==> config.mk <==
export PLATFORM = sky130hd
export DESIGN_NAME = ghtSlotFilter
export DESIGN_NICKNAME = d
export VERILOG_FILES = /design/src/verilog/ghtPkg.sv /design/src/verilog/ghtSlotFilter.sv
export SDC_FILE = /design/constraint.sdc
export NUM_CORES = 1
export LEC_CHECK = 0
export BUFFER_PORTS_ARGS = -buffer_cell sky130_fd_sc_hd__buf_2
export CAP_MARGIN = 20
export CORE_AREA = 5 5 42 44
export DETAILED_ROUTE_END_ITERATION = 7
export DIE_AREA = 0 0 47 49
export GPL_TIMING_DRIVEN = 0
export PLACE_DENSITY = 0.66
export SYNTH_ARGS = -nofsm -noshare
export SYNTH_HDL_FRONTEND = slang
export SYNTH_SLANG_ARGS = --single-unit
export TNS_END_PERCENT = 100
==> constraint.sdc <==
create_clock -name vclk -period 0.8
set_input_delay 0.04 -clock vclk [all_inputs]
set_output_delay 0.04 -clock vclk [all_outputs]
set_load 0.03 [all_outputs]
==> src/verilog/ghtPkg.sv <==
////////////////////////////////////////////////////////////
// shared types and geometry for the global-history
// direction table: index union, training request and
// per-bank read and write structs
////////////////////////////////////////////////////////////

`default_nettype none

package ghtPkg;

    // table geometry
    localparam int numBanks = 8;
    localparam int numRows  = 32;
    localparam int rowBits  = 256;
    localparam int numSlots = 4;
    localparam int bankBits = 3;
    localparam int slotBits = 2;

    // field view of a table index
    // bank number is {bankHi, bankLo}
    typedef struct packed {
        logic [7:0] bitSel;
        logic [1:0] bankHi;
        logic [4:0] row;
        logic       bankLo;
    } ghtIndexFields_t;

    typedef union packed {
        logic [15:0]     word;
        ghtIndexFields_t fields;
    } ghtIndex_u;

    // one training update
    typedef struct packed {
        logic      valid;
        ghtIndex_u index;
        logic      taken;
    } ghtWrite_t;

    // write into one bank, clear zeros the whole row
    typedef struct packed {
        logic       en;
        logic       clear;
        logic [4:0] row;
        logic [7:0] bitSel;
    } ghtBankWrite_t;

    typedef struct packed {
        logic [4:0] row;
        logic [7:0] bitSel;
    } ghtBankRead_t;

endpackage

`default_nettype wire

==> src/verilog/ghtSlotFilter.sv <==
////////////////////////////////////////////////////////////
// per-slot selection of bank read bits
// jump mask and BTB masking for ways A and B
////////////////////////////////////////////////////////////

`timescale 1ns/1ps
`default_nettype none

module ghtSlotFilter (
    input  logic [ghtPkg::bankBits-1:0] slotBank [ghtPkg::numSlots],
    input  logic [3:0]                  jumpMaskReg,
    input  logic [ghtPkg::numBanks-1:0] readBits,
    input  logic [3:0]                  btbPredA,
    input  logic [3:0]                  btbPredB,
    output logic [3:0]                  predA,
    output logic [3:0]                  predB
);

    import ghtPkg::*;

    logic [numSlots-1:0] slotBit;

    always_comb begin
        for (int k = 0; k < numSlots; k++) begin
            slotBit[k] = readBits[slotBank[k]];
        end
    end

    // a BTB hit on a way overrides the table for that way only
    assign predA = jumpMaskReg & ~btbPredA & slotBit;
    assign predB = jumpMaskReg & ~btbPredB & slotBit;

endmodule

`default_nettype wire

==> results.md <==
* Top cells by count, synth: 11 x mux2_2, 7 x nand2b_1, 4 x nand2_1, 4 x nor3_1, 4 x nor4_1
* # hold bufs at CTS at 0
* CP delay by family, top: buffers and inverters
* Highest metal used: met3
* Final min period at 0.994 ns
* WP data required at 0.76 ns
* Most frequent cell after synthesis: mux2_2
* Port Buffers at 40
* VDD IR max at 0.315 mV
* Yosys top cell area share at 32.6%
* Layout cells sized above 1 at 80.9%
* Count of final setup violators at 8
* WL met2 at 750 um
* Gr usage total at 12.2%
* Startpoint Class: input port
* Mapped Cells at 48
* Clkbuf count at 0
* Nets at 123
* Worst hold path type: input port to output port
* Design Area, Final at 968 um2
* Max-cap viol count at 0
* DRC viols at 0
* Vias per inst at 5.10
* Violated checks: negative setup slack
* Antenna fix cells at 0
* Hold_ws at 0.347 ns
* Drt pass-1 iters at 2
* CP max FO at 4
* Synth Area in Compound Gates at 21.7%
* Mux contribution to synthesized area at 44.4%
* Yosys warnings at 0
* Endpoints failing hold at 0
* Die Ht at 49 um
* Largest family of logic cells by synthesized area: multiplexers
* Fill cell count at 110
* Worst path bufs/invs at 2
* Die width at 47 um
* Post-synthesis simple-gate area fraction at 33.9%
* Layout area overhead at 155%
* CP max-delay cell: a2bb2o_4
* Post-synth top area cell: mux2_2
* Largest net degree at the start of global routing at 6
* Initial antenna violation count at 0
* Worst Tran Pin Value at 0.282 ns
* Avg Cell Area, Syn at 7.92 um2
* Die area at 2300 um2
* Final Max Tran Viols at 0
* M1 WL at 530 um
* Maximum clock rate at 1010 MHz
* Syn nets at 80
* Synth area leaders: mux2_2 33%, nand2b_1 12%, mux2i_1 7.9%
* Seq cells at 0
* WL/cell at 12.9 um
* Storage cell area at 0 um2
* Leakage at 0.000411 uW
* IO Count at 40
* Gpl congestion at 0.627
* Synth Area in Adders at 0%
* Post-synthesis xor/xnor area fraction at 0%
* Cell area after synthesis at 380 um2
* Setup slack after layout at -0.194 ns
* Overflow after GRT at 0
* Worst path cell trace: buf_8 -> mux2_4 -> a2bb2o_4 -> nor4_4 -> buf_6
* Power per Cell Area at 624 nW/um2
* Worst setup EP type: output port
* DRT iter0 DRCs at 1
* RSZ-0062 raised after global routing: yes
* Cell Rows at 14
* Tcrit/Tclk final at 124%
* Unique masters post-synth at 16
* Seq/Total Area, Yosys at 0%
* Dpl cell area at 812 um2
* Crit path DAT at 0.95 ns
* Vias in the first global route at 543
* Hpwl dp at 1.17 mm
* Post-DRT Antenna Nets at 0
* WS Path Type: input port to output port
* First-pass GRT wire length at 2.23 mm
* Area of the core at 1400 um2
* DR WL met3 at 72 um
* Initial Util at 27.1%
* Routed vias at 535
* Max_slew headroom at 81.2%
* Routed wire length at 1.35 mm
* Outcome: finished with violations
* Critical path's largest stage delay at 0.23 ns
==> cells by family after synthesis <==
| family | after synthesis |
|---|---|
| and+or+nand+nor | 24 |
| AOI/OAI and AO/OA | 9 |
| muxes | 15 |
==> layout by cell type, fill, tap and decap left out <==
master	synthesis	routed
buf_12	0	1
nor4_4	0	4
nor2b_4	0	1
mux2i_1	3	3
nor3_4	0	4
a2111oi_4	0	1
o21ai_2	0	1
o21ai_4	0	1
buf_6	0	8
mux2_4	1	10
buf_2	0	26
nor2_1	3	3
o22ai_4	0	1
nor3b_4	0	1
nand2b_1	7	7
mux2_2	11	2
buf_4	0	3
nand2_1	4	4
buf_8	0	3
a2bb2o_4	1	3
o221ai_4	0	2
==> area by class of cell <==
class	instances	area (um2)	share of cell area [%]
timing repair buffer	41	308	31.8
multi-input combinational	48	641	66.1
tap	16	20.0	2.07
==> final timing paths <==
| kind | from | endpoint | slack (ns) | cells past startpoint |
|---|---|---|---|---|
| max | slotBank[9] | predB[0] | -0.19 | 5 |
| min | btbPredA[2] | predA[2] | 0.35 | 3 |
==> stage by stage <==
step / util [%] / total power, uW / setup TNS, ns / std cells / setup WS (ns)
after detailed placement: 57.9 / 510 / -2.58 / 104 / -0.374
after floorplan: - / 336 / -0.354 / 48 / -0.118
after global placement: 57.9 / 505 / -2.48 / 104 / -0.355
after CTS: 66.9 / 592 / -1.37 / 104 / -0.253
after global routing: 69.1 / 643 / -1.44 / 105 / -0.244
final: 69.1 / 604 / -1.18 / 105 / -0.194
==> report_power, final <==
part           switching [uW]  leakage [uW]  internal [uW]  total (uW)
sequential                  0             0              0           0
clock                       0             0              0           0
combinational             281      0.000411            323         604
==> metal layers <==
| metal | vias up | track usage [%] |
|---|---|---|
| met5 | - | 0 |
| met4 | 0 | 0 |
| met3 | 0 | 0 |
| met2 | 15 | 23.1 |
| met1 | 246 | 15.5 |
| li1 | 274 | - |
==> timing repair <==
item,CTS,global route
gates cloned,0,0
buffers inserted,0,1
pin swaps,10,10
gates resized for setup,34,7
setup endpoints to repair,8,8
No activity file was read; power rests on OpenSTA's default activity.
