==> config.mk <==
export PLATFORM = sky130hd
export DESIGN_NAME = ghtLookup
export DESIGN_NICKNAME = d
export VERILOG_FILES = /design/src/verilog/ghtPkg.sv /design/src/verilog/ghtLookup.sv
export SDC_FILE = /design/constraint.sdc
export NUM_CORES = 1
export LEC_CHECK = 0
export ABC_AREA = 1
export BUFFER_PORTS_ARGS = -buffer_cell sky130_fd_sc_hd__buf_2
export CORE_MARGIN = 4
export CORE_UTILIZATION = 26
export DETAILED_ROUTE_END_ITERATION = 10
export GPL_TIMING_DRIVEN = 0
export PLACE_DENSITY = 0.5
export SLEW_MARGIN = 10
export SYNTH_ARGS = -nofsm -noshare
export SYNTH_HDL_FRONTEND = slang
export SYNTH_SLANG_ARGS = --single-unit
export TNS_END_PERCENT = 100
==> constraint.sdc <==
create_clock -name clk -period 1.8 [get_ports clk]
set_input_delay 0.09 -clock clk [delete_from_list [all_inputs] [get_ports clk]]
set_output_delay 0.09 -clock clk [all_outputs]
set_load 0.005 [all_outputs]
==> src/verilog/ghtPkg.sv <==
////////////////////////////////////////////////////////////
// shared types and geometry for the global-history
// direction table: index union, training request and
// per-bank read and write structs
////////////////////////////////////////////////////////////

`default_nettype none

package ghtPkg;

    // table geometry
    localparam int numBanks = 8;
    localparam int numRows  = 32;
    localparam int rowBits  = 256;
    localparam int numSlots = 4;
    localparam int bankBits = 3;
    localparam int slotBits = 2;

    // field view of a table index
    // bank number is {bankHi, bankLo}
    typedef struct packed {
        logic [7:0] bitSel;
        logic [1:0] bankHi;
        logic [4:0] row;
        logic       bankLo;
    } ghtIndexFields_t;

    typedef union packed {
        logic [15:0]     word;
        ghtIndexFields_t fields;
    } ghtIndex_u;

    // one training update
    typedef struct packed {
        logic      valid;
        ghtIndex_u index;
        logic      taken;
    } ghtWrite_t;

    // write into one bank, clear zeros the whole row
    typedef struct packed {
        logic       en;
        logic       clear;
        logic [4:0] row;
        logic [7:0] bitSel;
    } ghtBankWrite_t;

    typedef struct packed {
        logic [4:0] row;
        logic [7:0] bitSel;
    } ghtBankRead_t;

endpackage

`default_nettype wire

==> src/verilog/ghtLookup.sv <==
////////////////////////////////////////////////////////////
// lookup input registers and per-slot address generation
// slot k reads bank {bankHi^k, bankLo} with history shifted
// by the number of jump slots below it
////////////////////////////////////////////////////////////

`timescale 1ns/1ps
`default_nettype none

module ghtLookup (
    input  logic                        clk,
    input  logic                        rst,
    input  logic                        readEn,
    input  logic [15:0]                 ipBits,
    input  logic [15:0]                 history,
    input  logic [3:0]                  jumpMask,
    output ghtPkg::ghtBankRead_t        bankRead [ghtPkg::numBanks],
    output logic [ghtPkg::bankBits-1:0] slotBank [ghtPkg::numSlots],
    output logic [3:0]                  jumpMaskReg
);

    import ghtPkg::*;

    logic [15:0] ipBitsReg;
    logic [15:0] historyReg;
    ghtIndex_u   baseIdx;
    logic [7:0]  slotBitSel [numSlots];

    // jump mask is the only control state, clearing it masks all slots
    always_ff @(posedge clk) begin
        if (rst) begin
            jumpMaskReg <= '0;
        end else if (readEn) begin
            jumpMaskReg <= jumpMask;
        end
    end

    always_ff @(posedge clk) begin
        if (readEn) begin
            ipBitsReg  <= ipBits;
            historyReg <= history;
        end
    end

    assign baseIdx.word = ipBitsReg ^ historyReg;

    always_comb begin
        logic [slotBits-1:0] jumpsBelow;
        jumpsBelow = '0;
        for (int k = 0; k < numSlots; k++) begin
            slotBitSel[k] = ipBitsReg[15:8] ^ (historyReg[15:8] << jumpsBelow);
            slotBank[k]   = {baseIdx.fields.bankHi ^ slotBits'(k), baseIdx.fields.bankLo};
            jumpsBelow    = jumpsBelow + slotBits'(jumpMaskReg[k]);
        end
    end

    // the xor on bankHi spreads the four slots over four distinct banks
    always_comb begin
        for (int b = 0; b < numBanks; b++) begin
            bankRead[b] = '0;
            for (int k = 0; k < numSlots; k++) begin
                if (slotBank[k] == bankBits'(b)) begin
                    bankRead[b].row    = baseIdx.fields.row;
                    bankRead[b].bitSel = slotBitSel[k];
                end
            end
        end
    end

endmodule

`default_nettype wire

==> impl_metrics.csv <==
group,metric,value,unit
route,detailroute.via_count,5823,
synth,ys_top_cells_by_area,"nand3_1 (24%), edfxtp_1 (21%), nor2_1 (17%)",
timing,rsz0062_at_grt,"yes",
timing,fmax,423,MHz
cells_and_area,area.sequential,0.00104,mm²
clocking,cts_sinks,36,
cells_and_area,fin_nets,1009,
critical_path,start_kind,"flip-flop",
synth,syn-instance-count,765,
critical_path,worstPathArrival,2.28,ns
floorplan,initial_utilization,26.8,%
critical_path,crit_required,1.71,ns
cells_and_area,final_cell_area,0.00702,mm²
synth,async_flop_share,0,%
min_path,hold_path_depth,2,
synth,synth_edf_count,32,
status,failed_checks,"setup timing",
timing,final_max_slew_viol_count,0,
critical_path,r2r-end,"jumpMaskReg[0]",
min_path,min_from,"rst",
critical_path,r2r_cells,4,
floorplan,die_w,140,µm
pwr,power,4970,µW
floorplan,coreArea,0.0168,mm²
timing,fin_crit_sh,131,%
route,wl,19100,µm
timing,setup_viol_count_final,64,
min_path,hold_path.class,"in -> reg",
pwr,p_per_area,709,mW/mm²
place,place_area,0.00572,mm²
pwr,leakagePower,0.00349,µW
place,portBuffers,158,
cells_and_area,multi_input_area,0.00385,mm²
clocking,cts_buffers,5,
cells_and_area,layout.cells.non_filler,1189,
clocking,cts-root-buf,"clkbuf_16",
synth,synth_top_area_share,23.5,%
synth,synth_seq_cells,36,
place,gp_congestion,0.884,
critical_path,r2r_setup_slack,0.81,ns
grt,grtUsageTotal,18.9,%
critical_path,critPathMaxFanout,8,
synth,synth_nets,806,
timing,fin_worst_skew,0,ns
timing,whs,0.0206,ns
timing,finalHoldViolCount,0,
critical_path,r2r-start,"jumpMaskReg[0]",
route,drt_iter0_markers,428,
run,drv_cap,0,
place,placedCellCount,1143,
critical_path,critPathCaptureType,"primary output",
cells_and_area,area_growth,55.4,%
clocking,h-tree-depth,2,
grt,grt_pass1_wl,30200,µm
route,via_per_inst,4.90,
grt,grt_pass1_vias,5232,
timing,worstMarginPinSlew,0.779,ns
route,wl_per_cell,16.1,µm
synth,yosysTopAreaCell,"nand3_1",
synth,yosysSeqAreaShare,23.1,%
route,route.detailed.drc,0,
route,dr.pass1.iters,5,
grt,grt_overflow,0,
grt,antenna_found_initial,0,
floorplan,ios,159,
clocking,cts_buffer_depth,2,
synth,avgSynthCellArea,5.90,µm²
critical_path,crit_type,"reg -> out",
floorplan,die_area,0.0195,mm²
timing,setup_ws,-0.565,ns
synth,yosys_warnings,0,
clocking,clk_latency,0.27,ns
status,outcome,"finished with violations",
clocking,clk_pin_slew,0.05,ns
cells_and_area,diodes,0,
synth,synthFlopType,"edfxtp_1",
place,dp.final_hpwl,14400,µm
clocking,cts_tree,"built",
grt,grt_max_degree,35,
timing,max_slew_margin,48.1,%
synth,synth_area,0.00451,mm²
timing,fin_crit,2.37,ns
synth,synthMostInstantiatedCell,"nand3_1",
synth,netlist_top_cells_count,"nand3_1 (212), nor2_1 (205), nand2_1 (183), edfxtp_1 (32), inv_1 (30)",
floorplan,dieHeight,140,µm
min_path,whs_endpoint,"jumpMaskReg[3]",
synth,yosysUniqueCellTypes,30,
floorplan,rows,47,
pwr,ir_drop,0.326,mV
route,final_antenna_net_count,0,
cells_and_area,fillers,1867,
cells_and_area,drive_gt1_share,38.5,%
[what timing repair did]
item,4_1_cts,5_1_grt
endpoints found under the hold margin,32,0
hold buffers,32,0
setup buffers,4,1
resized for setup,126,41
cloned,1,0
pin swaps,40,4
endpoints found under the setup margin,107,106
[metal layers]
metal	wire length, µm	GRT usage [%]	up-vias
li1	-	-	2922
met1	8820	26.7	2691
met2	9000	30.9	190
met3	966	2.02	20
met4	312	4.49	0
met5	0	0	-
[per-stage QoR]
| stage | TNS (ns) | setup WS [ns] | utilization [%] |
|---|---|---|---|
| 2_1_floorplan | 0 | 0.0280 | - |
| 3_3_place_gp | -22.25 | -0.442 | 34.0 |
| 3_5_place_dp | -22.44 | -0.430 | 34.0 |
| 4_1_cts | -34.03 | -0.556 | 40.8 |
| 5_1_grt | -40.46 | -0.675 | 41.7 |
| 6_report | -33.76 | -0.565 | 41.7 |
[worst max-delay path by stage]
stage / from / to / slack (ns) / cells past startpoint
floorplan: jumpMaskReg[0] / bankRead[6] / 0.03 / 11
global placement: jumpMaskReg[0] / bankRead[54] / -0.44 / 12
detailed placement: jumpMaskReg[0] / bankRead[54] / -0.43 / 12
CTS: jumpMaskReg[0] / bankRead[81] / -0.56 / 12
global route: jumpMaskReg[0] / bankRead[53] / -0.67 / 13
finish: jumpMaskReg[0] / bankRead[29] / -0.57 / 12
[cell type report]
class	instances	share of cell area [%]
clock buffer	5	1.78
sequential	36	14.9
buffer	44	5.12
multi-input combinational	652	54.9
timing repair buffer	196	16.6
tap	220	3.92
inverter	33	2.14
clock inverter	3	0.606
[flip-flops by register name, indices dropped and copies added (netlist names)]
| register | cells |
|---|---|
| historyReg | 16 |
| jumpMaskReg | 4 |
| ipBitsReg | 16 |
[cells by family after synthesis]
group	Yosys count	share of synthesized area, %
fa+ha+maj	2	0.721
buf+inv	77	9.81
flops	36	23.1
simple gates	628	62.7
compound gates	11	1.39
xor+xnor	11	2.30
[power breakdown]
group,internal (µW),total (µW),switching (µW),leakage (µW)
clock network,650,984,334,0.0000798
registers,983,1040,52.1,0.000347
logic,1100,2960,1860,0.00306
[placed cells by master, fill, tap and decap left out, types with 4 or more instances in the layout]
master         synthesis  layout
nand2_2                4      28
nor2_1               205     205
clkbuf_4               0       4
inv_1                 30      27
buf_6                  7      11
edfxtp_1              32      32
clkbuf_16              0       5
nand2_4                3      15
buf_4                 19      26
nand3_1              212     125
nand4_1                5       5
buf_2                 11     161
xnor2_1                7       7
nand2_1              183     142
nor2_4                 4       4
nand3_4                3      21
nand2_8                1       6
clkbuf_1               6       4
dlygate4sd3_1          0      32
nand3_2                4      73
[worst max-delay path, stage by stage, from the launching register on]
cell and delay (ns):
dfxtp_4 0.36, buf_8 0.12, inv_12 0.03, fa_2 0.55, buf_6 0.16, inv_8 0.07, nand2_4 0.08, nand3_4 0.10
nand2_4 0.11, nand2_8 0.08, nand3_1 0.10, nand3_2 0.10, buf_2 0.14
No activity file was read; power rests on OpenSTA's default activity.
