==> src/verilog/ghtPkg.sv <==
////////////////////////////////////////////////////////////
// shared types and geometry for the global-history
// direction table: index union, training request and
// per-bank read and write structs
////////////////////////////////////////////////////////////

`default_nettype none

package ghtPkg;

    // table geometry
    localparam int numBanks = 8;
    localparam int numRows  = 32;
    localparam int rowBits  = 256;
    localparam int numSlots = 4;
    localparam int bankBits = 3;
    localparam int slotBits = 2;

    // field view of a table index
    // bank number is {bankHi, bankLo}
    typedef struct packed {
        logic [7:0] bitSel;
        logic [1:0] bankHi;
        logic [4:0] row;
        logic       bankLo;
    } ghtIndexFields_t;

    typedef union packed {
        logic [15:0]     word;
        ghtIndexFields_t fields;
    } ghtIndex_u;

    // one training update
    typedef struct packed {
        logic      valid;
        ghtIndex_u index;
        logic      taken;
    } ghtWrite_t;

    // write into one bank, clear zeros the whole row
    typedef struct packed {
        logic       en;
        logic       clear;
        logic [4:0] row;
        logic [7:0] bitSel;
    } ghtBankWrite_t;

    typedef struct packed {
        logic [4:0] row;
        logic [7:0] bitSel;
    } ghtBankRead_t;

endpackage

`default_nettype wire

==> src/verilog/ghtWriteArbiter.sv <==
////////////////////////////////////////////////////////////
// training write arbitration over the eight banks
// one-entry deferral register for same-bank conflicts
// and the post-reset row clear sequencer
////////////////////////////////////////////////////////////

`timescale 1ns/1ps
`default_nettype none

module ghtWriteArbiter (
    input  logic                         clk,
    input  logic                         rst,
    input  ghtPkg::ghtWrite_t            write0,
    input  ghtPkg::ghtWrite_t            write1,
    output ghtPkg::ghtBankWrite_t        bankWrite [ghtPkg::numBanks],
    output logic [ghtPkg::numBanks-1:0]  writeTaken
);

    import ghtPkg::*;

    ghtWrite_t                   deferred;
    logic                        clearing;
    logic [$clog2(numRows)-1:0]  clearCount;

    logic [bankBits-1:0] bank0;
    logic [bankBits-1:0] bank1;
    logic [bankBits-1:0] bankD;
    logic                v0;
    logic                v1;
    logic                conf0;
    logic                conf1;
    logic                go0;
    logic                go1;

    function automatic logic [bankBits-1:0] bankOf(ghtIndex_u idx);
        return {idx.fields.bankHi, idx.fields.bankLo};
    endfunction

    function automatic ghtBankWrite_t bitWrite(ghtIndex_u idx);
        ghtBankWrite_t w;
        w.en     = 1'b1;
        w.clear  = 1'b0;
        w.row    = idx.fields.row;
        w.bitSel = idx.fields.bitSel;
        return w;
    endfunction

    assign bank0 = bankOf(write0.index);
    assign bank1 = bankOf(write1.index);
    assign bankD = bankOf(deferred.index);

    // requests are dropped while the table is being cleared
    assign v0 = write0.valid & ~clearing;
    assign v1 = write1.valid & ~clearing;

    assign conf0 = deferred.valid & v0 & (bank0 == bankD);
    assign conf1 = v1 & ((deferred.valid & (bank1 == bankD)) | (v0 & (bank1 == bank0)));
    assign go0   = v0 & ~conf0;
    assign go1   = v1 & ~conf1;

    // write1 wins the deferral slot, write0 is lost if both conflict
    always_ff @(posedge clk) begin
        if (rst) begin
            deferred.valid <= 1'b0;
        end else if (conf1) begin
            deferred <= write1;
        end else if (conf0) begin
            deferred <= write0;
        end else begin
            deferred.valid <= 1'b0;
        end
    end

    always_ff @(posedge clk) begin
        if (rst) begin
            clearing   <= 1'b1;
            clearCount <= '0;
        end else if (clearing) begin
            clearCount <= clearCount + 1'b1;
            if (clearCount == ($clog2(numRows))'(numRows - 1)) begin
                clearing <= 1'b0;
            end
        end
    end

    // deferred, write0 and write1 never share a bank once granted
    always_comb begin
        for (int b = 0; b < numBanks; b++) begin
            bankWrite[b]  = '0;
            writeTaken[b] = 1'b0;
            if (clearing) begin
                bankWrite[b].en    = 1'b1;
                bankWrite[b].clear = 1'b1;
                bankWrite[b].row   = clearCount;
            end else if (deferred.valid && bankD == bankBits'(b)) begin
                bankWrite[b]  = bitWrite(deferred.index);
                writeTaken[b] = deferred.taken;
            end else if (go0 && bank0 == bankBits'(b)) begin
                bankWrite[b]  = bitWrite(write0.index);
                writeTaken[b] = write0.taken;
            end else if (go1 && bank1 == bankBits'(b)) begin
                bankWrite[b]  = bitWrite(write1.index);
                writeTaken[b] = write1.taken;
            end
        end
    end

endmodule

`default_nettype wire

==> config.mk <==
export PLATFORM = sky130hd
export DESIGN_NAME = ghtWriteArbiter
export DESIGN_NICKNAME = d
export VERILOG_FILES = /design/src/verilog/ghtPkg.sv /design/src/verilog/ghtWriteArbiter.sv
export SDC_FILE = /design/constraint.sdc
export NUM_CORES = 1
export LEC_CHECK = 0
export BUFFER_PORTS_ARGS = -buffer_cell sky130_fd_sc_hd__buf_4
export CORE_AREA = 2 2 109 111
export DETAILED_ROUTE_END_ITERATION = 10
export DIE_AREA = 0 0 111 113
export GPL_ROUTABILITY_DRIVEN = 0
export PLACE_DENSITY = 0.66
export SYNTH_ARGS = -nofsm -noshare
export SYNTH_HDL_FRONTEND = slang
export SYNTH_SLANG_ARGS = --single-unit
==> constraint.sdc <==
create_clock -name clk -period 10.05 [get_ports clk]
set_clock_uncertainty 0.15 [all_clocks]
set_input_delay 2.01 -clock clk [delete_from_list [all_inputs] [get_ports clk]]
set_output_delay 2.01 -clock clk [all_outputs]
set_load 0.02 [all_outputs]
==> results of run 1 <==
## final timing paths
| check | startpoint | endpoint | slack [ps] | cells past startpoint |
|---|---|---|---|---|
| max | write0[7] | bankWrite[114] | 3470 | 6 |
| min | clearCount[4]$_SDFFE_PP0P_ | clearCount[4]$_SDFFE_PP0P_ | 380 | 2 |
| max reg2reg | bankD[0]$_DFFE_PP_ | bankD[2]$_DFFE_PP_ | 6690 | 5 |
| min reg2reg | clearCount[4]$_SDFFE_PP0P_ | clearCount[4]$_SDFFE_PP0P_ | 380 | 2 |
## placed cells by master (no fill, tap or decap), drive strengths merged, types with 4 or more instances in the layout
| cell type | instances |
|---|---|
| nor2 | 17 |
| nand2b | 15 |
| o21ai | 96 |
| dfxtp | 7 |
| o221ai | 36 |
| mux2 | 8 |
| clkbuf | 4 |
| edfxtp | 17 |
| mux2i | 11 |
| a211o | 4 |
| and2 | 7 |
| a211oi | 8 |
| nor3 | 11 |
| nand2 | 45 |
| o31ai | 56 |
| buf | 173 |
| a2111oi | 36 |
| a21oi | 39 |
| a221oi | 40 |
| inv | 34 |
| xor2 | 6 |
| nand4 | 4 |
| xnor2 | 6 |
## worst reg2reg max path: cells and delay by family, from the launching register on
kind                   cells  cell delay (ps)
flip-flops                 1              730
AND/OR/NAND/NOR            1              350
XOR/XNOR                   1              190
buffers and inverters      1              370
AO/OA/AOI/OAI              2             1270
## per-stage QoR
stage	setup slack (ps)	total power, mW	utilization [%]	instances
detailed placement	3520	0.198	49.0	853
finish	3470	0.303	49.8	857
CTS	3510	0.300	49.8	857
global placement	3560	0.196	49.0	853
floorplan	4190	0.161	-	632
global route	3420	0.313	49.8	857
## flip-flops by register name (all words and copies together) (netlist names)
register    count
clearing        1
bankD           3
clearCount      5
deferred       15
## area by class of cell
type | instances | area (um2) | share of cell area, %
Tap cell | 143 | 179 | 3.19
Sequential cell | 24 | 652 | 11.6
Inverter | 34 | 128 | 2.27
Clock buffer | 4 | 88.8 | 1.58
Timing Repair Buffer | 173 | 1300 | 23.1
Multi-Input combinational cell | 479 | 3260 | 58.2
## logic make-up (layout without fill, tap and decap cells)
logic type	Yosys count	after routing	synth area share [%]
adders and majority gates	2	2	0.561
AOI/OAI and AO/OA	317	317	49.3
DFF	24	24	14.6
buffers and inverters	129	211	12.5
and+or+nand+nor	129	129	15.5
xor gates and xnor gates	12	12	2.36
muxes	19	19	5.17
## routing by layer
layer	GRT usage, %	part of all wire (%)	vias up
met5	0	0	-
met4	11.1	3.1	0
li1	-	-	2664
met3	9.53	14	57
met2	47.7	45	437
met1	37.8	38	2696
## power breakdown
part / switching (mW) / internal [mW]
combinational: 0.0550 / 0.0345
clock: 0.0439 / 0.0613
sequential: 0.00137 / 0.107
total: 0.100 / 0.202
==> metrics.csv, run 1 <==
stage,metric,value,unit
layout,final_area,5610,um2
synthesis,synth_edf_count,17,
synthesis,ys.flop_type,edfxtp_1,
floorplan,dieArea,12500,um2
critical_path,critPathMaxStageDelay,910,ps
hold_path,hold_path.class,reg2reg,
route,routed_wl,20000,um
placed_design,hpwlAfterDp,14300,um
clock_tree,path_clk_slew,70,ps
timing,maxSlewViolCount,0,
floorplan,pin_count,166,
timing,tightest_slew,1150,ps
critical_path,critPathLaunchType,primary input,
timing,min_period,6580,ps
global_route,grt_pass1_wl,30300,um
clock_tree,cts_root_buf,clkbuf_16,
synthesis,syn_area,4460,um2
synthesis,yosysWarningCount,0,
pwr,leakagePower,2.11,nW
synthesis,synth_commonest_cells,"o21ai_0 (96), o31ai_1 (56), clkbuf_1 (47)",
route,drtAntennaViolNets,0,
placed_design,place_area,5520,um2
synthesis,synth_cells,632,
layout,fillers,1133,
outcome,status,finished clean,
critical_path,cp_max_fo,12,
timing,setup_viol,0,
pwr,ir_drop,58.7,uV
clock_tree,clock-sinks,24,
synthesis,synth.top_cell.area_share,11.5,%
synthesis,yosysSeqAreaShare,14.6,%
route,drt_first_pass_iters,6,
timing,fmax,0.152,GHz
floorplan,rows,39,
critical_path,path_cells,buf_4 -> or4b_1 -> a211oi_1 -> a221oi_1 -> o21ai_0 -> buf_4,
timing,period_share,65.5,%
critical_path,critPathBufInv,2,
route,drc,0,
synthesis,ys_ff_latch,24,
clock_tree,cts_setup_buffers,0,
timing,holdWs,385,ps
critical_path,cp-end-kind,output port,
global_route,grt_max_degree,87,
pwr,pwr_density_cell,54.0,nW/um2
clock_tree,clk_latency,270,ps
clock_tree,holdBufCountCts,0,
critical_path,critPathTopFamily,compound AO/OA/AOI/OAI gates,
floorplan,die_w,111,um
critical_path,cp.arrival,4420,ps
clock_tree,htreeDepth,1,
global_route,grt_pass1_vias,5463,
critical_path,cpMaxStageDelayCell,a211oi_1,
clock_tree,cts_tree,built,
critical_path,criticalPathCategory,in2out,
synthesis,yosys.area.top_type,edfxtp_1,
synthesis,syn_nets,672,
layout,diodes,0,
timing,finalSetupTns,0,ps
job,cap_violations,0,
clock_tree,numCtsBuffers,3,
route,wl_per_cell,23.3,um
clock_tree,clk_path_buf_depth,2,
synthesis,syn_avg_cell_area,7.05,um2
timing,relSlewSlack,22.7,%
synthesis,synth.most_common_cell,o21ai_0,
placed_design,numPortBuffers,165,
global_route,antenna_found_initial,0,
synthesis,yosys-top-cells-area,"edfxtp_1 (11%), o21ai_0 (11%), o31ai_1 (9.4%), a221oi_1 (7.9%), a2111oi_0 (7.1%)",
global_route,overflow,0,
layout,layout.nets,755,
floorplan,core,11300,um2
timing,rsz0062_at_grt,no,
timing,finalHoldViolCount,0,
route,vias,5854,
clock_tree,cts-resized-gates,0,
layout,syn2layout_area_growth,25.9,%
route,drtIter0Drc,836,
global_route,grt_usage,29.8,%
critical_path,cp_data_required_time,7890,ps
synthesis,synth_cell_type_count,45,
floorplan,die_h,113,um
critical_path,cp_common_cell,buf_4,
layout,layout-drive-gt1-share,26.6,%
route,viasPerCell,6.83,
floorplan,start_util,39.5,%
synthesis,synth_async_sr_flop_share,0,%
Note: power is estimated with default switching activity, not from simulation.
==> run 2: changes to the inputs <==
--- a/config.mk
+++ b/config.mk
@@ -5,12 +5,12 @@
 export SDC_FILE = /design/constraint.sdc
 export NUM_CORES = 1
 export LEC_CHECK = 0
+export ABC_AREA = 1
 export BUFFER_PORTS_ARGS = -buffer_cell sky130_fd_sc_hd__buf_4
-export CORE_AREA = 2 2 109 111
+export CORE_AREA = 2 2 119 121
 export DETAILED_ROUTE_END_ITERATION = 10
-export DIE_AREA = 0 0 111 113
+export DIE_AREA = 0 0 121 123
 export GPL_ROUTABILITY_DRIVEN = 0
-export PLACE_DENSITY = 0.66
 export SYNTH_ARGS = -nofsm -noshare
 export SYNTH_HDL_FRONTEND = slang
 export SYNTH_SLANG_ARGS = --single-unit
==> constraint.sdc (replaced) <==
create_clock -name clk -period 6.4 [get_ports clk]
set_clock_uncertainty 0.15 [all_clocks]
set_input_delay 1.28 -clock clk [delete_from_list [all_inputs] [get_ports clk]]
set_output_delay 1.28 -clock clk [all_outputs]
set_load 0.02 [all_outputs]
==> metrics.csv, run 2 <==
stage,metric,value,unit,change
clock_tree,clk_path_buf_depth,2,,unchanged
synthesis,yosys.area.top_type,nand2_1,,
floorplan,start_util,39.0,%,-0.51 points
timing,finalHoldViolCount,0,,unchanged
placed_design,numPortBuffers,165,,unchanged
critical_path,r2r_start,clearing$_SDFF_PP1_,,
critical_path,cpMaxStageDelayCell,nor2_4,,
timing,relSlewSlack,11.1,%,-12 points
layout,layout.nets,1235,,+64%
synthesis,yosysWarningCount,0,,unchanged
timing,rsz0062_at_grt,no,,
synthesis,synthAdderAreaFrac,0.471,%,-0.090 points
floorplan,dieArea,14900,um2,+19%
synthesis,synthSimpleGateAreaFrac,58.2,%,+43 points
layout,layout-drive-gt1-share,16.5,%,-10 points
global_route,grt_pass1_vias,6416,,+17%
critical_path,cp_data_required_time,4970,ps,-2920 ps
placed_design,hpwlAfterDp,15700,um,+9.5%
layout,mostFrequentLayoutCells,"nand2_1 (313), nor2_1 (242), buf_4 (180), o21ai_0 (119), nand3_1 (107)",,
layout,largest_reg_flops,15,,unchanged
synthesis,synth_commonest_cells,"nand2_1 (313), nor2_1 (242), o21ai_0 (119)",,
layout,largest_register,deferred,,
timing,layout_setup_ws,1370,ps,-2100 ps
synthesis,synth.top_cell.area_share,22.1,%,+11 points
layout,syn2layout_area_growth,23.6,%,
pwr,finalPower,0.494,mW,+63%
layout,diodes,0,,unchanged
critical_path,criticalPathCategory,in2out,,
global_route,grt_pass1_wl,35500,um,+17%
layout,final_cells,1374,,+60%
critical_path,cp-end-kind,output port,,
pwr,pwr_density_cell,75.3,nW/um2,+39%
synthesis,syn_nets,1151,,+71%
timing,maxSlewViolCount,0,,unchanged
synthesis,synth_cells,1111,,+76%
hold_path,hold_path.class,reg2reg,,
synthesis,synth_edf_count,17,,unchanged
global_route,overflow,0,,unchanged
global_route,antenna_found_initial,0,,unchanged
synthesis,synth_top_family_by_area,simple AND/OR/NAND/NOR gates,,
clock_tree,path_clk_slew,70,ps,about the same
synthesis,synth_cell_type_count,25,,-44%
route,drtAntennaViolNets,0,,unchanged
clock_tree,clock-sinks,24,,unchanged
route,drt_first_pass_iters,6,,unchanged
floorplan,die_h,123,um,+8.8%
floorplan,core,13600,um2,+21%
synthesis,syn_area,5310,um2,+19%
layout,final_common_cell,nand2_1,,
job,cap_violations,0,,unchanged
timing,setup_viol,0,,unchanged
synthesis,yosysSeqAreaShare,12.2,%,-2.4 points
placed_design,dp_slack,1480,ps,-2040 ps
pwr,leakagePower,3.83,nW,+81%
clock_tree,cts-resized-gates,0,,unchanged
route,viasPerCell,5.33,,-22%
synthesis,synth_compound_gate_area_share,13.0,%,-36 points
synthesis,synth.most_common_cell,nand2_1,,
critical_path,critPathLaunchType,primary input,,
synthesis,ys.flop_type,edfxtp_1,,
clock_tree,holdBufCountCts,0,,unchanged
synthesis,synthXorXnorAreaFrac,0,%,-2.4 points
clock_tree,cts_root_buf,clkbuf_16,,
critical_path,path_cells,buf_4 -> inv_1 -> nand2_1 -> nand2_1 -> nor2_1 -> nand2_1 -> nand2_2 -> nor2_4 -> nand2_1 -> nor2_1 -> nor2_1 -> nor2_1 -> buf_4,,
pwr,ir_drop,74.8,uV,+28%
clock_tree,clk_latency,270,ps,about the same
timing,finalSetupTns,0,ps,unchanged
outcome,status,finished clean,,
floorplan,rows,43,,+10%
route,wl_per_cell,16.7,um,-29%
route,vias,7329,,+25%
synthesis,yosys-top-cells-area,"nand2_1 (22%), nor2_1 (17%), o21ai_0 (11%), nand3_1 (10%), edfxtp_1 (9.6%)",,
timing,min_period,5030,ps,
clock_tree,cts_tree,built,,
route,top_layer_used,met4,,
route,wl_met3,2200,um,-21%
placed_design,placed_cells,1370,,+61%
synthesis,synth_mux_area_share,0,%,-5.2 points
clock_tree,htreeDepth,1,,unchanged
route,wl_met2,10600,um,+18%
floorplan,pin_count,166,,unchanged
timing,tightest_slew,1320,ps,+171 ps
timing,period_share,78.6,%,
critical_path,critPathLaunch,write0[7],,
global_route,grt_max_degree,106,,+22%
floorplan,die_w,121,um,+9.0%
hold_path,min-delay-start,clearCount[1]$_SDFFE_PP0P_,,
synthesis,syn_avg_cell_area,4.78,um2,-32%
clock_tree,numCtsBuffers,3,,unchanged
route,drtIter0Drc,821,,-1.8%
route,routed_wl,22900,um,+15%
critical_path,critPathMaxStageDelay,550,ps,-360 ps
critical_path,cp.arrival,3600,ps,-820 ps
timing,fmax,0.199,GHz,
critical_path,cp_max_fo,23,,+11
synthesis,ys_ff_latch,24,,unchanged
layout,final_util,48.2,%,-1.5 points
clock_tree,cts_setup_buffers,0,,unchanged
synthesis,synth_async_sr_flop_share,0,%,unchanged
route,drc,0,,unchanged
global_route,grt_usage,30.2,%,+0.32 points
route,met1_length,9300,um,+21%
[run 2: area by class of cell]
cell class | count | area [um2]
clock buffers | 3 | 75.1
clock inverters | 1 | 30.0
multi-input cells | 875 | 3820
flip-flops and latches | 24 | 651
inverters | 111 | 417
repair buffers | 180 | 1350
fillers | 1584 | 7050
well taps | 180 | 225
[run 2: worst max-delay path: cells and delay by family]
kind / cells / cell delay (ps)
simple gates: 10 / 1840
buf+inv: 3 / 470
[run 2: report_power, final]
group | total (mW) | internal, mW | switching [mW]
logic | 0.137 | 0.0438 | 0.0933
clock network | 0.188 | 0.125 | 0.0636
registers | 0.169 | 0.167 | 0.00141
[run 2: kinds of logic after synthesis]
family                   count (synthesis)
buffers and inverters                  212
flip-flops                              24
AO/OA/AOI/OAI                          137
adder cells (fa/ha/maj)                  2
AND/OR/NAND/NOR                        736
[run 2: final timing paths]
check	to	depth (start not counted)	slack, ps
max	bankWrite[15]	13	1370
min	clearCount[1]$_SDFFE_PP0P_	2	330
max reg2reg	deferred[16]$_DFFE_PP_	8	3120
min reg2reg	clearCount[1]$_SDFFE_PP0P_	2	330
[run 2: per-stage QoR]
stage	hold slack (ps)	cell area (um2)
after floorplan	308	5310
after global placement	321	6460
after detailed placement	325	6460
after CTS	336	6570
after global routing	355	6570
final	335	6570
[run 2: metal layers]
layer	vias to the layer above	global-route usage [%]
li1	3671	-
met1	3220	39.7
met2	383	49.7
met3	55	4.20
met4	0	12.4
met5	-	0
==> run 3: changes to the inputs <==
--- a/config.mk
+++ b/config.mk
@@ -5,12 +5,13 @@
 export SDC_FILE = /design/constraint.sdc
 export NUM_CORES = 1
 export LEC_CHECK = 0
-export ABC_AREA = 1
+export ABC_AREA = 0
 export BUFFER_PORTS_ARGS = -buffer_cell sky130_fd_sc_hd__buf_4
-export CORE_AREA = 2 2 119 121
+export CORE_AREA = 2 2 109 111
 export DETAILED_ROUTE_END_ITERATION = 10
-export DIE_AREA = 0 0 121 123
+export DIE_AREA = 0 0 111 113
 export GPL_ROUTABILITY_DRIVEN = 0
+export PLACE_DENSITY = 0.66
 export SYNTH_ARGS = -nofsm -noshare
 export SYNTH_HDL_FRONTEND = slang
 export SYNTH_SLANG_ARGS = --single-unit
==> constraint.sdc (replaced) <==
create_clock -name clk -period 5.04 [get_ports clk]
set_clock_uncertainty 0.15 [all_clocks]
set_input_delay 1.008 -clock clk [delete_from_list [all_inputs] [get_ports clk]]
set_output_delay 1.008 -clock clk [all_outputs]
set_load 0.02 [all_outputs]
==> metrics.csv, run 3 (synthesis results as in run 1) <==
stage,metric,value,unit,change
critical_path,cpMaxStageDelayCell,nand4_1,,
layout,final_common_cell,buf_4,,
route,routed_wl,19400,um,-15%
clock_tree,cts_tree,built,,
critical_path,path_cells,buf_4 -> xor2_1 -> or4_1 -> nand4_1 -> o221ai_1 -> buf_4,,
placed_design,numPortBuffers,165,,unchanged
route,drtIter0Drc,980,,+19%
floorplan,die_w,111,um,-8.3%
critical_path,cp_max_fo,15,,-35%
job,cap_violations,0,,unchanged
route,drtAntennaViolNets,0,,unchanged
pwr,swShare,32.8,%,+0.74 points
timing,maxSlewViolCount,0,,unchanged
clock_tree,cts-resized-gates,0,,unchanged
clock_tree,numCtsBuffers,3,,unchanged
critical_path,critPathBufInv,2,,-1
critical_path,cp_common_cell,buf_4,,
clock_tree,cts_root_buf,clkbuf_16,,
timing,period_share,86.1,%,
global_route,antenna_found_initial,0,,unchanged
timing,finalHoldViolCount,0,,unchanged
pwr,power_switching,0.197,mW,+24%
floorplan,core,11300,um2,-17%
global_route,grt_pass1_vias,5571,,-13%
clock_tree,holdBufCountCts,0,,unchanged
floorplan,start_util,39.5,%,+0.51 points
timing,tightest_slew,1180,ps,-139 ps
clock_tree,path_clk_slew,70,ps,about the same
outcome,status,finished clean,,
timing,finalSetupTns,0,ps,unchanged
floorplan,pin_count,166,,unchanged
layout,diodes,0,,unchanged
clock_tree,clk_path_buf_depth,2,,unchanged
global_route,grt_pass1_wl,30600,um,-14%
hold_path,hold_path.class,reg2reg,,
clock_tree,htreeDepth,1,,unchanged
critical_path,criticalPathCategory,in2out,,
floorplan,dieArea,12500,um2,-16%
layout,layout-drive-gt1-share,27.9,%,+11 points
timing,rsz0062_at_grt,no,,
pwr,leakagePower,2.17,nW,-43%
pwr,comb_power_share,29.7,%,+1.9 points
pwr,ir_drop,104,uV,+39%
layout,largest_register,deferred,,
route,drc,0,,unchanged
pwr,intPower,0.404,mW,+20%
hold_path,worstHoldPathCells,2,,unchanged
timing,setup_viol,0,,unchanged
route,viasPerCell,6.85,,+28%
placed_design,hpwlAfterDp,14300,um,-8.9%
layout,syn2layout_area_growth,28.1,%,
route,wl_per_cell,22.3,um,+34%
timing,fmax,0.231,GHz,
layout,layout.nets,768,,-38%
timing,min_period,4340,ps,
critical_path,cp.arrival,3180,ps,-420 ps
critical_path,cp-end-kind,output port,,
critical_path,critPathLaunchType,primary input,,
global_route,overflow,0,,unchanged
global_route,grt_max_degree,63,,-41%
placed_design,placed_cells,866,,-37%
floorplan,rows,39,,-9.3%
route,drt_first_pass_iters,6,,unchanged
critical_path,critPathTopFamily,simple AND/OR/NAND/NOR gates,,
layout,mostFrequentLayoutCells,"buf_4 (186), o21ai_0 (96), o31ai_1 (56), nand2_1 (45), a221oi_1 (40)",,
layout,largest_reg_flops,15,,unchanged
route,vias,5961,,-19%
timing,relSlewSlack,19.9,%,+8.8 points
clock_tree,clock-sinks,24,,unchanged
pwr,pwr_density_cell,105,nW/um2,+40%
clock_tree,clk_latency,270,ps,about the same
pwr,p_clk_share,34.5,%,-3.6 points
global_route,grt_usage,29.7,%,-0.44 points
critical_path,cp.depth,6,,-7
floorplan,die_h,113,um,-8.1%
critical_path,r2r_cells,5,,-3
layout,final_cells,870,,-37%
critical_path,critPathMaxStageDelay,700,ps,+150 ps
critical_path,cp_data_required_time,3880,ps,-1090 ps
timing,holdWs,392,ps,+57.3 ps
pwr,p_seq_share,35.8,%,+1.7 points
clock_tree,cts_setup_buffers,0,,unchanged
-- run 3: metrics by stage --
step | cell area (um2) | power, mW | setup WS (ps) | util (%)
after global placement | 5620 | 0.391 | 796 | 49.9
after CTS | 5710 | 0.594 | 768 | 50.6
after floorplan | 4460 | 0.321 | 1180 | -
after global routing | 5710 | 0.619 | 502 | 50.6
final | 5710 | 0.601 | 703 | 50.6
after detailed placement | 5620 | 0.394 | 775 | 49.9
-- run 3: routing by layer --
| layer | global-route usage, % | vias up | share of wire [%] |
|---|---|---|---|
| met5 | 0 | - | 0 |
| met4 | 12.4 | 0 | 4.2 |
| li1 | - | 2692 | - |
| met3 | 7.98 | 80 | 13 |
| met2 | 45.8 | 505 | 43 |
| met1 | 39.4 | 2684 | 40 |
-- run 3: layout make-up --
class                           count  area (um2)
Clock buffer                        4        88.8
Fill cell                        1110        5560
Inverter                           34         128
Multi-Input combinational cell    479        3260
Sequential cell                    24         652
Tap cell                          143         179
Timing Repair Buffer              186        1400
-- run 3: path summary, 6_finish.rpt --
| path | start | to | slack [ps] |
|---|---|---|---|
| min reg2reg | clearCount[3]$_SDFFE_PP0P_ | clearCount[3]$_SDFFE_PP0P_ | 390 |
| min | clearCount[3]$_SDFFE_PP0P_ | clearCount[3]$_SDFFE_PP0P_ | 390 |
| max reg2reg | clearing$_SDFF_PP1_ | deferred[14]$_DFFE_PP_ | 1580 |
| max | write1[8] | bankWrite[15] | 700 |
-- run 3: worst register-to-register path, cell delays in order, from the launching register on --
cell and delay [ps]:
dfxtp_2 490, nand2b_1 240, or4_1 650, a21o_1 490, a21oi_1 780, buf_4 360
-- run 3: power by group through the flow --
stage               Clock, mW  Combinational, mW  Sequential (mW)
global placement            0              0.171            0.220
detailed placement          0              0.174            0.220
global route            0.212              0.192            0.216
CTS                     0.204              0.175            0.215
floorplan                   0              0.102            0.219
finish                  0.207              0.179            0.215
